===== config.mk =====
export PLATFORM = sky130hd
export DESIGN_NAME = line_shift
export DESIGN_NICKNAME = d
export VERILOG_FILES = /design/src/common/cache_pkg.sv /design/src/hdl/line_shift.sv
export SDC_FILE = /design/constraint.sdc
export NUM_CORES = 1
export LEC_CHECK = 0
export BUFFER_PORTS_ARGS = -buffer_cell sky130_fd_sc_hd__buf_2
export CORE_AREA = 3 3 355 357
export DETAILED_ROUTE_END_ITERATION = 8
export DIE_AREA = 0 0 358 360
export PLACE_DENSITY = 0.35
export SETUP_SLACK_MARGIN = 0.5
export SYNTH_ARGS = -nofsm -noshare
export SYNTH_HDL_FRONTEND = slang
export SYNTH_SLANG_ARGS = --single-unit

===== constraint.sdc =====
create_clock -name vclk -period 3.66
set_input_delay 0 -clock vclk [all_inputs]
set_output_delay 0 -clock vclk [all_outputs]
set_load 0.05 [all_outputs]

===== src/common/cache_pkg.sv =====
// cache geometry, line and tag entry types, store length and controller state codes
package cache_pkg;

    //////////////////// widths
    parameter int addr_w  = 32;   // processor and memory address
    parameter int word_w  = 64;   // processor data
    parameter int line_w  = 256;  // one line, also the memory bus width

    // address split: tag | index | offset
    parameter int offs_w  = 5;    // byte within a 32 byte line
    parameter int index_w = 6;
    parameter int tag_w   = addr_w - index_w - offs_w;  // 21

    parameter int sets    = 64;   // lines per way

    //////////////////// storage types
    typedef logic [line_w-1:0] line_t;

    // one tag RAM word, dirty on top as in the old layout
    typedef struct packed {
        logic             dirty;
        logic             valid;
        logic [tag_w-1:0] tag;
    } tag_entry_t;  // 23 bits

    //////////////////// codes
    // store size, matches the processor len field
    typedef enum logic [1:0] {
        len_byte   = 2'd0,
        len_half   = 2'd1,
        len_word   = 2'd2,
        len_double = 2'd3
    } len_e;

    // main FSM
    typedef enum logic [2:0] {
        st_idle    = 3'd0,  // waiting for a request
        st_lookup  = 3'd1,  // tag compare on RAM output
        st_miss    = 3'd2,  // victim write-back when dirty
        st_replace = 3'd3,  // line read request
        st_refill  = 3'd4,  // waiting for the line
        st_write   = 3'd5   // store hit, merged line goes in
    } state_e;

endpackage


===== src/hdl/line_shift.sv =====
// line read-out shift to one word, and byte-masked merge of store data into a line
module line_shift (
    input  logic [cache_pkg::offs_w-1:0] offset,
    input  cache_pkg::len_e              len,
    input  logic [cache_pkg::word_w-1:0] store_word,
    input  cache_pkg::line_t             base_line,
    input  cache_pkg::line_t             read_line,
    output logic [cache_pkg::word_w-1:0] load_word,
    output cache_pkg::line_t             merged_line
);

    logic [cache_pkg::offs_w+2:0] bit_shift;  // offset in bits
    cache_pkg::line_t             shifted;
    cache_pkg::line_t             len_mask;
    cache_pkg::line_t             byte_mask;
    cache_pkg::line_t             store_line;

    assign bit_shift = {offset, 3'b000};

    // load, zeros come in past the line end
    assign shifted   = read_line >> bit_shift;
    assign load_word = shifted[cache_pkg::word_w-1:0];

    ////////////////////
    // store merge
    always_comb begin
        case (len)
            cache_pkg::len_byte: len_mask = cache_pkg::line_t'(8'hff);
            cache_pkg::len_half: len_mask = cache_pkg::line_t'(16'hffff);
            cache_pkg::len_word: len_mask = cache_pkg::line_t'(32'hffff_ffff);
            default:             len_mask = cache_pkg::line_t'(64'hffff_ffff_ffff_ffff);
        endcase
    end

    assign byte_mask  = len_mask << bit_shift;  // top bytes drop off at the line end
    assign store_line = cache_pkg::line_t'(store_word) << bit_shift;

    assign merged_line = (base_line & ~byte_mask) | (store_line & byte_mask);

endmodule


# After elaboration in Yosys (flattened, before gate mapping)
# Cells that the tools add are included.
[totals]
out_inout_bits = 320
register_bits = 0
in_bits = 583
[op_classes]
n_bitwise = 4
n_reduce_logical = 1
muxes = 1
n_eq_ne = 2
n_shift = 3
[op_table]
columns = ["cell", "count"]
rows = [
  ["256-bit AND", 2],
  ["256-bit inverter", 1],
  ["256-bit bitwise OR", 1],
  ["256-bit by 8-bit << shifter with 256-bit output", 1],
  ["64-bit by 8-bit << shifter with 256-bit output", 1],
  ["256-bit by 8-bit right shift with 64-bit output", 1],
  ["64-bit case mux with 3 select lines", 1],
  ["2-bit by 1-bit == test with 1-bit output (second input constant)", 1],
  ["2-bit == test (second input constant)", 1],
  ["2-bit zero test", 1],
]

# Depth between registers and ports, before layout
# Gate-level depths: netlist of run 1.
[depth]
ltp_word = 6
depth_mapped = 10
mapped_depth_nobuf = 5

# Worst setup path after synthesis of run 1
# Ideal clock, no wire load.
[synth_path]
path_kind = "input -> output"
startpoint = "in offset[1] (netlist name)"
endpoint = "out load_word[56] (netlist name)"
required_ps = 3660
t_arrival_ps = 2559
path_slack_ps = 1101
path_stages = 9
cell_sequence = "buf_4 -> buf_4 -> buf_4 -> buf_4 -> buf_4 -> buf_2 -> mux2i_1 -> mux2i_1 -> a221oi_1"
[synth_via]
elab_chain_len = 1
[synth_lines]
columns = ["element", "line", "rtl"]
rows = [
  ["from (decl)", "line_shift.sv:3", "input logic [cache_pkg::offs_w-1:0] offset,"],
  ["256-bit by 8-bit right shift with 64-bit output", "line_shift.sv:21", "assign shifted = read_line >> bit_shift;"],
  ["to (decl)", "line_shift.sv:8", "output logic [cache_pkg::word_w-1:0] load_word,"],
]
# No other way between the ends.

# Worst setup path in the final report of run 1
[layout_path]
startpoint = "in offset[0] (netlist name)"
endpoint = "out load_word[15] (netlist name)"
# The elaborated chain is that of the path after synthesis.

==> out/metrics.yaml, run 1 <==
worstSetupStartpointType: "input port"
grt_usage_pct: 21.7
synth.most_common_cell: "mux2i_1"
dieArea_um2: 129000
postCtsHoldBufs: 0
holdWs_ns: 0.400
crit_end: "load_word[15]"
fin_nets: 3359
critical_path_buf_inv_count: 3
yosys-mux-area-fraction_pct: 55.0
syn_to_final_growth_pct: 37.8
p_per_area_nw_per_um2: 219
drive_gt1_share_pct: 50.9
critPathMaxFanout: 81
worst_pin_slew_ns: 1.15
gp_congestion: 0.974
synth-simple-area-share_pct: 12.5
avgViaCountPerCell: 5.06
synth_xor_xnor_area_share_pct: 0
cp_slowest_cell: "a221oi_1"
drc_errors: 0
finalSetupTns_ns: 0
seqCellArea_um2: 0
utilization_pct: 18.9
antenna_found_initial: 107
wire_per_inst_um: 33.5
status: "complete, no violations"
grt-ovfl-total: 0
ant_nets: 0
syn_area_um2: 16900
flops_and_latches: 0
grt_pass1_wl_um: 195000
avgSynthCellArea_um2: 8.42
io_pins: 903
relSlewSlack_pct: 23.4
cp-end-kind: "output port"
setup_viol: 0
synth_compound_area_share_pct: 24.7
placed_area_um2: 23200
path_delay_family: "buffers and inverters"
start_util_pct: 13.7
grt_max_degree: 144
grt_pass1_vias: 20900
fin_cells: 4471
postSynthCellCount: 2009
synthTopCellsByArea: "mux4_2 25%, mux2i_1 17%, mux2_2 13%"
p_leak_nw: 10.0
drt_first_pass_iters: 6
worstHoldStart: "base_line[176]"
min_period_ns: 3.00
fin_total_pwr_mw: 5.11
fin_crit_sh_pct: 82.0
dieHeight_um: 360
synth_fa_ha_area_share_pct: 0.0592
critPathLaunch: "offset[0]"
synth_area_leader_cell: "mux4_2"
peakVddDrop_mv: 0.114
crit_type: "in -> out"
coreArea_um2: 123000
fin_ws_ns: 0.660
first_iter_violations: 2745
path_cells: "buf_8 > buf_12 > mux2i_1 > mux2_2 > o21ai_0 > o22ai_1 > a221oi_1 > buf_2"
io_buffers: 903
fp.dieW_um: 358
fmax_mhz: 333
dp_worst_setup_slack_ns: 0.728
ys_seq_area_share_pct: 0
cpPeakStageDelay_ns: 0.70
synth_warnings: 0
synth_common_cells: "286 x mux2i_1, 205 x nand2_1, 191 x mux2_2, 188 x mux4_2, 173 x a21oi_1"
drv_slew: 0
placementRows: 129
drv_cap: 0
finalHoldViolCount: 0
min_path_type: "in -> out"
n_fill_cell: 14200
via_count: 22600
synth_top_family_by_area: "multiplexers"
place_inst: 4411
clock_buffers: 0
synth_top_cell_area_share_pct: 25.0
hpwlAfterDp_um: 127000
rsz0062_at_grt: "no"
critPathArrivalTime_ns: 3.00
cp.required_ns: 3.66
ys_types: 63
crit_cells: 8
wirelength_um: 150000
stdcell_area_um2: 23300
syn_nets: 2592
[where the power goes]
part	total [mW]	switching, mW	leakage, nW	internal (mW)
Combinational	5.11	3.54	10.0	1.57
Sequential	0	0	0	0
Clock	0.00000221	0	0.000380	0.00000221
[how the worst min path moves through the flow]
stage / to / depth (start not counted)
floorplan: merged_line[120] / 2
global placement: merged_line[176] / 3
detailed placement: merged_line[176] / 3
CTS: merged_line[176] / 3
global route: merged_line[176] / 3
finish: merged_line[176] / 3
[cell usage in the layout, fill, tap and decap left out, types with 4 or more instances in the layout]
cell       instances
buf_2            895
mux2i_1          286
nand2_1          205
mux2_2           191
mux4_2           188
a21oi_1          173
nor2_1           152
o21ai_0          110
buf_4             82
a22o_1            71
diode_2           60
o22ai_1           44
nor2b_1           40
a211oi_1          34
a221oi_1          32
a22oi_1           25
o2bb2ai_1         24
nor3_1            20
a2bb2oi_1         16
nand3_1           13
buf_12            13
nand2b_1          10
a221o_1           10
o221ai_1          10
a32o_1            10
a31oi_1            9
o211a_1            9
o21bai_1           9
inv_1              8
and3_1             7
a222oi_1           6
o21ai_1            6
or2_1              6
or2_2              5
nor2b_4            4
and2_1             4
[layout make-up]
type	instances	area, um2	area share (%)
tap	1637	2050	8.79
timing repair buffer	994	5410	23.2
multi-input combinational	1770	15700	67.2
antenna	60	150	0.644
inverter	10	45.0	0.193
[logic make-up (layout without fill, tap and decap cells)]
group	after synthesis	after routing
simple gates	483	483
buf+inv	239	1004
fa+ha+maj	1	1
other cells	0	60
mux	668	668
compound gates	618	618
[worst min-delay path, stage by stage]
cell and delay, ns:
buf_2 0.09, mux2_2 0.17, buf_12 0.14
[what timing repair did]
action,in CTS,in global routing
setup endpoints to repair,0,1
gates resized for setup,0,1
buffers inserted,0,0
[routing by layer]
metal	GRT usage, %	share of wire (%)	vias up
li1	-	-	9572
met1	32.3	46	11500
met2	28.6	38	1373
met3	10.1	13	142
met4	2.62	1.5	54
met5	0	0.23	-
(Power assumes the default switching activity.)
==> run 2, diff against run 1 <==
--- a/config.mk
+++ b/config.mk
@@ -6,10 +6,10 @@
 export NUM_CORES = 1
 export LEC_CHECK = 0
 export BUFFER_PORTS_ARGS = -buffer_cell sky130_fd_sc_hd__buf_2
-export CORE_AREA = 3 3 355 357
+export CORE_AREA = 3 3 348 350
 export DETAILED_ROUTE_END_ITERATION = 8
-export DIE_AREA = 0 0 358 360
-export PLACE_DENSITY = 0.35
+export DIE_AREA = 0 0 351 353
+export PLACE_DENSITY = 0.37
 export SETUP_SLACK_MARGIN = 0.5
 export SYNTH_ARGS = -nofsm -noshare
 export SYNTH_HDL_FRONTEND = slang
==> constraint.sdc (replaced) <==
create_clock -name vclk -period 2.55
set_input_delay 0 -clock vclk [all_inputs]
set_output_delay 0 -clock vclk [all_outputs]
set_load 0.05 [all_outputs]
==> out/metrics.yaml, run 2 (synthesis results as in run 1) <==
ant_nets: 0  # unchanged
n_fill_cell: 13100  # was 14.2k
layout_common_cells: "799 x buf_2, 270 x mux2i_1, 246 x buf_4, 202 x nand2_1, 188 x mux4_2"  # was 895 x buf_2, 286 x mux2i_1, 205 x nand2_1, 191 x mux2_2, 188 x mux4_2
fp.dieW_um: 351  # was 358 um
place_inst: 4484  # was 4411
worstSetupStartpointType: "input port"  # unchanged
drv_slew: 0  # unchanged
utilization_pct: 23.5  # was 18.9%
io_buffers: 903  # unchanged
worstHoldStart: "base_line[71]"  # was base_line[176]
start_util_pct: 14.3  # was 13.7%
stdcell_area_um2: 27800  # was 23300 um2
clock_buffers: 0  # unchanged
critPathArrivalTime_ns: 2.12  # was 3.00 ns
placed_area_um2: 26200  # was 23200 um2
grt_pass1_vias: 21500  # was 20.9k
dieHeight_um: 353  # was 360 um
first_iter_violations: 2924  # was 2745
wire_per_inst_um: 33.0  # was 33.5 um
postCtsHoldBufs: 0  # unchanged
critPathMaxFanout: 7  # was 81
antenna_found_initial: 81  # was 107
drt_first_pass_iters: 7  # was 6
fin_cells: 4570  # was 4471
min_path_type: "in -> out"  # unchanged
drv_cap: 0  # unchanged
crit_path_frequent_cell: "buf_6"
grt.met1_usage_pct: 34.1  # was 32.3%
io_pins: 903  # unchanged
rsz0062_at_grt: "yes"  # was no
wirelength_um: 151000  # was 150000 um
via_count: 23500  # was 22.6k
critPathLaunch: "offset[0]"  # unchanged
fin_crit_sh_pct: 83.0
finalSetupTns_ns: 0  # unchanged
grt_max_degree: 74  # was 144
path_cells: "buf_16 > buf_6 > mux2_4 > a22o_4 > a222oi_1 > buf_4 > o21ai_4 > mux2_2 > buf_6"  # was buf_8 > buf_12 > mux2i_1 > mux2_2 > o21ai_0 > o22ai_1 > a221oi_1 > buf_2
placementRows: 126  # was 129
mostFrequentLayoutCell: "buf_2"  # unchanged
setup_viol: 0  # unchanged
use_met3_pct: 7.54  # was 10.1%
dieArea_um2: 124000  # was 129000 um2
min_period_ns: 2.12
grt_usage_pct: 22.5  # was 21.7%
fin_nets: 3575  # was 3359
worst_pin_slew_ns: 0.648  # was 1.15 ns
drive_gt1_share_pct: 60.7  # was 50.9%
cp_slowest_cell: "a222oi_1"  # was a221oi_1
peakVddDrop_mv: 0.155  # was 0.114 mV
gp_congestion: 0.973  # was 0.974
grt_pass1_wl_um: 196000  # was 195000 um
fmax_mhz: 472
hpwlAfterDp_um: 127000  # about the same
p_leak_nw: 12.0  # was 10.0 nW
status: "complete, no violations"  # unchanged
flops_and_latches: 0  # unchanged
use_met2_pct: 31.1  # was 28.6%
cp.required_ns: 2.55  # was 3.66 ns
fin_total_pwr_mw: 8.60  # was 5.11 mW
cp-end-kind: "output port"  # unchanged
relSlewSlack_pct: 55.6  # was 23.4%
seqCellArea_um2: 0  # unchanged
cpPeakStageDelay_ns: 0.50  # was 0.70 ns
finalHoldViolCount: 0  # unchanged
syn_to_final_growth_pct: 64.2  # was 37.8%
avgViaCountPerCell: 5.13  # was 5.06
multi_input_area_um2: 16700  # was 15700 um2
crit_type: "in -> out"  # unchanged
p_per_area_nw_per_um2: 310  # was 219 nW/um2
coreArea_um2: 118000  # was 123000 um2
drc_errors: 0  # unchanged
grt-ovfl-total: 0  # unchanged
top_usage_layer: "met1"  # unchanged
-- run 2: changes by cell type in the layout (fill, tap and decap cells not counted), moves of 26 or more --
cell and change:
a221oi_1 -32, buf_4 +164, buf_2 -96, o21ai_0 -32, a221oi_2 +26, a21oi_1 -75, buf_12 +84, a21oi_2 +74
-- run 2: cell type report --
cell class                      instances  share of cell area (%)
Timing Repair Buffer                 1210                    32.5
Tap cell                             1536                    6.92
Antenna cell                           44                   0.397
Multi-Input combinational cell       1770                    60.0
Inverter                               10                   0.194
-- run 2: per-layer routing --
metal | part of all wire [%] | wire [um]
met3 | 12 | 17400
met1 | 47 | 70200
met5 | 0.28 | 427
met4 | 1.6 | 2410
met2 | 40 | 60300
-- run 2: repair_timing --
action,4_1_cts,5_1_grt
endpoints found under the setup margin,268,168
setup buffers,14,11
pin swaps,6,13
cloned,6,11
resized for setup,98,107
-- run 2: through the flow --
step           hold WS [ns]  setup slack [ns]
6_report              0.355             0.434
2_1_floorplan         0.219             0.188
3_3_place_gp          0.388             0.134
3_5_place_dp          0.389             0.112
5_1_grt               0.372             0.427
4_1_cts               0.357             0.482
-- run 2: report_power, final --
group	leakage (nW)	internal (mW)	switching [mW]
clock network	0.000278	0.00000208	0
registers	0	0	0
logic	12.0	3.20	5.40
-- run 2: worst paths after layout --
check,slack (ns),cells after the start,end
min,0.36,3,merged_line[71]
max,0.43,9,merged_line[195]
-- run 2: worst max-delay path, delay by kind of cell --
family / cells / cell delay (ns)
multiplexers: 2 / 0.60
buffers and inverters: 4 / 0.67
AO/OA/AOI/OAI: 3 / 0.81
==> run 3, diff against run 2 <==
==> constraint.sdc (replaced) <==
create_clock -name vclk -period 1.8
set_input_delay 0 -clock vclk [all_inputs]
set_output_delay 0 -clock vclk [all_outputs]
set_load 0.05 [all_outputs]
==> out/metrics.yaml, run 3 (synthesis results as in run 1) <==
status: "finished, violations left"  # was complete, no violations
violations: "negative setup slack"
worst_pin_slew_ns: 0.636  # was 0.648 ns
antenna_found_initial: 95  # was 81
stdcell_area_um2: 38600  # was 27800 um2
ant_nets: 0  # unchanged
utilization_pct: 32.7  # was 23.5%
drc_errors: 0  # unchanged
coreArea_um2: 118000  # unchanged
path_delay_family: "compound AO/OA/AOI/OAI gates"  # unchanged
switching_share_pct: 55.5  # was 62.8%
fmax_mhz: 516
wirelength_um: 162000  # was 151000 um
dieArea_um2: 124000  # unchanged
mostFrequentLayoutCell: "buf_2"  # unchanged
p_comb_share_pct: 100.0  # about the same
seqCellArea_um2: 0  # unchanged
first_iter_violations: 2550  # was 2924
rsz0062_at_grt: "yes"  # unchanged
dp_worst_setup_slack_ns: -0.608  # was 0.112 ns
finalHoldViolCount: 0  # unchanged
critPathArrivalTime_ns: 1.94  # was 2.12 ns
worstSetupStartpointType: "input port"  # unchanged
relSlewSlack_pct: 56.4  # was 55.6%
clock_buffers: 0  # unchanged
fin_nets: 4041  # was 3575
avgViaCountPerCell: 5.04  # was 5.13
syn_to_final_growth_pct: 129  # was 64.2%
placementRows: 126  # unchanged
drive_gt1_share_pct: 77.4  # was 60.7%
via_count: 25400  # was 23.5k
fin_crit_sh_pct: 108
layout_common_cells: "618 x buf_2, 533 x buf_4, 207 x mux2i_1, 205 x buf_6, 188 x mux4_2"  # was 799 x buf_2, 270 x mux2i_1, 246 x buf_4, 202 x nand2_1, 188 x mux4_2
min_period_ns: 1.94
flops_and_latches: 0  # unchanged
critical_path_buf_inv_count: 4  # unchanged
p_leak_nw: 16.6  # was 12.0 nW
p_per_area_nw_per_um2: 419  # was 310 nW/um2
hpwlAfterDp_um: 135000  # was 127000 um
drt_first_pass_iters: 8  # was 7
pwr-share-seq_pct: 0  # about the same
grt_max_degree: 60  # was 74
start_util_pct: 14.3  # unchanged
path_cells: "buf_16 > buf_16 > buf_12 > mux4_2 > a22o_1 > a221o_1 > nor2_2 > a211oi_4 > buf_12"  # was buf_16 > buf_6 > mux2_4 > a22o_4 > a222oi_1 > buf_4 > o21ai_4 > mux2_2 > buf_6
wire_per_inst_um: 32.0  # was 33.0 um
cp-end-kind: "output port"  # unchanged
dieHeight_um: 353  # unchanged
critPathMaxFanout: 7  # unchanged
min_path_type: "in -> out"  # unchanged
postCtsHoldBufs: 0  # unchanged
drv_slew: 0  # unchanged
peakVddDrop_mv: 0.248  # was 0.155 mV
grt_pass1_vias: 24100  # was 21.5k
io_pins: 903  # unchanged
clkPwrFrac_pct: 0  # about the same
grt_usage_pct: 24.3  # was 22.5%
cpPeakStageDelay_ns: 0.49  # was 0.50 ns
crit_type: "in -> out"  # unchanged
fin_ws_ns: -0.138  # was 0.434 ns
grt_pass1_wl_um: 213000  # was 196000 um
fp.dieW_um: 351  # unchanged
io_buffers: 903  # unchanged
drv_cap: 0  # unchanged
grt-ovfl-total: 0  # unchanged
p_switching_mw: 8.99  # was 5.40 mW
gp_congestion: 0.976  # was 0.973
setup_viol: 92  # was 0
placed_area_um2: 31700  # was 26200 um2
intPower_mw: 7.21  # was 3.20 mW
cp.required_ns: 1.80  # was 2.55 ns
cp_slowest_cell: "mux4_2"  # was a222oi_1
[run 3: changes by cell type in the layout (fill, tap and decap cells not counted), sizes merged]
| cell | before | now |
|---|---|---|
| buf | 1191 | 1657 |
| diode | 44 | 51 |
| bufbuf | 2 | 9 |
| clkbuf | 17 | 10 |
[run 3: area by class of cell]
| class | count | area, um2 |
|---|---|---|
| timing repair buffer | 1676 | 15700 |
| tap | 1536 | 1920 |
| antenna | 51 | 128 |
| multi-input combinational | 1770 | 20800 |
| inverter | 10 | 50.0 |
| fill | 12200 | 79400 |
[run 3: metrics by stage]
| stage | power, mW | TNS [ns] | instances | hold slack (ns) |
|---|---|---|---|---|
| detailed placement | 13.5 | -88.48 | 4821 | 0.366 |
| floorplan | 7.53 | 0 | 2009 | 0.155 |
| CTS | 15.0 | -3.72 | 4924 | 0.355 |
| global route | 16.7 | -8.35 | 5021 | 0.360 |
| global placement | 13.5 | -86.87 | 4821 | 0.364 |
| finish | 16.2 | -4.22 | 5043 | 0.352 |
[run 3: layer usage]
metal / wire (um) / part of all wire [%] / GRT usage (%) / vias up
li1: - / - / - / 10900
met1: 75800 / 47 / 36.6 / 12800
met2: 64100 / 40 / 33.2 / 1434
met3: 18400 / 11 / 8.48 / 172
met4: 2940 / 1.8 / 3.57 / 48
met5: 296 / 0.18 / 0 / -
[run 3: worst paths after layout]
path                       start               end  slack, ns  cells past startpoint
setup / recovery       offset[0]     load_word[21]      -0.14                      9
hold / removal    base_line[205]  merged_line[205]       0.35                      3
[run 3: repair_timing]
item,in CTS,in global routing
gates resized for setup,700,596
buffers inserted,77,60
gates cloned,26,8
endpoints found under the setup margin,320,320
pin swaps,110,113
[run 3: power groups by stage]
stage | sequential (mW) | combinational (mW) | clock [mW]
detailed placement | 0 | 13.5 | 0
global route | 0 | 16.7 | 0.00000213
CTS | 0 | 15.0 | 0
finish | 0 | 16.2 | 0.00000379
floorplan | 0 | 7.53 | 0
global placement | 0 | 13.5 | 0
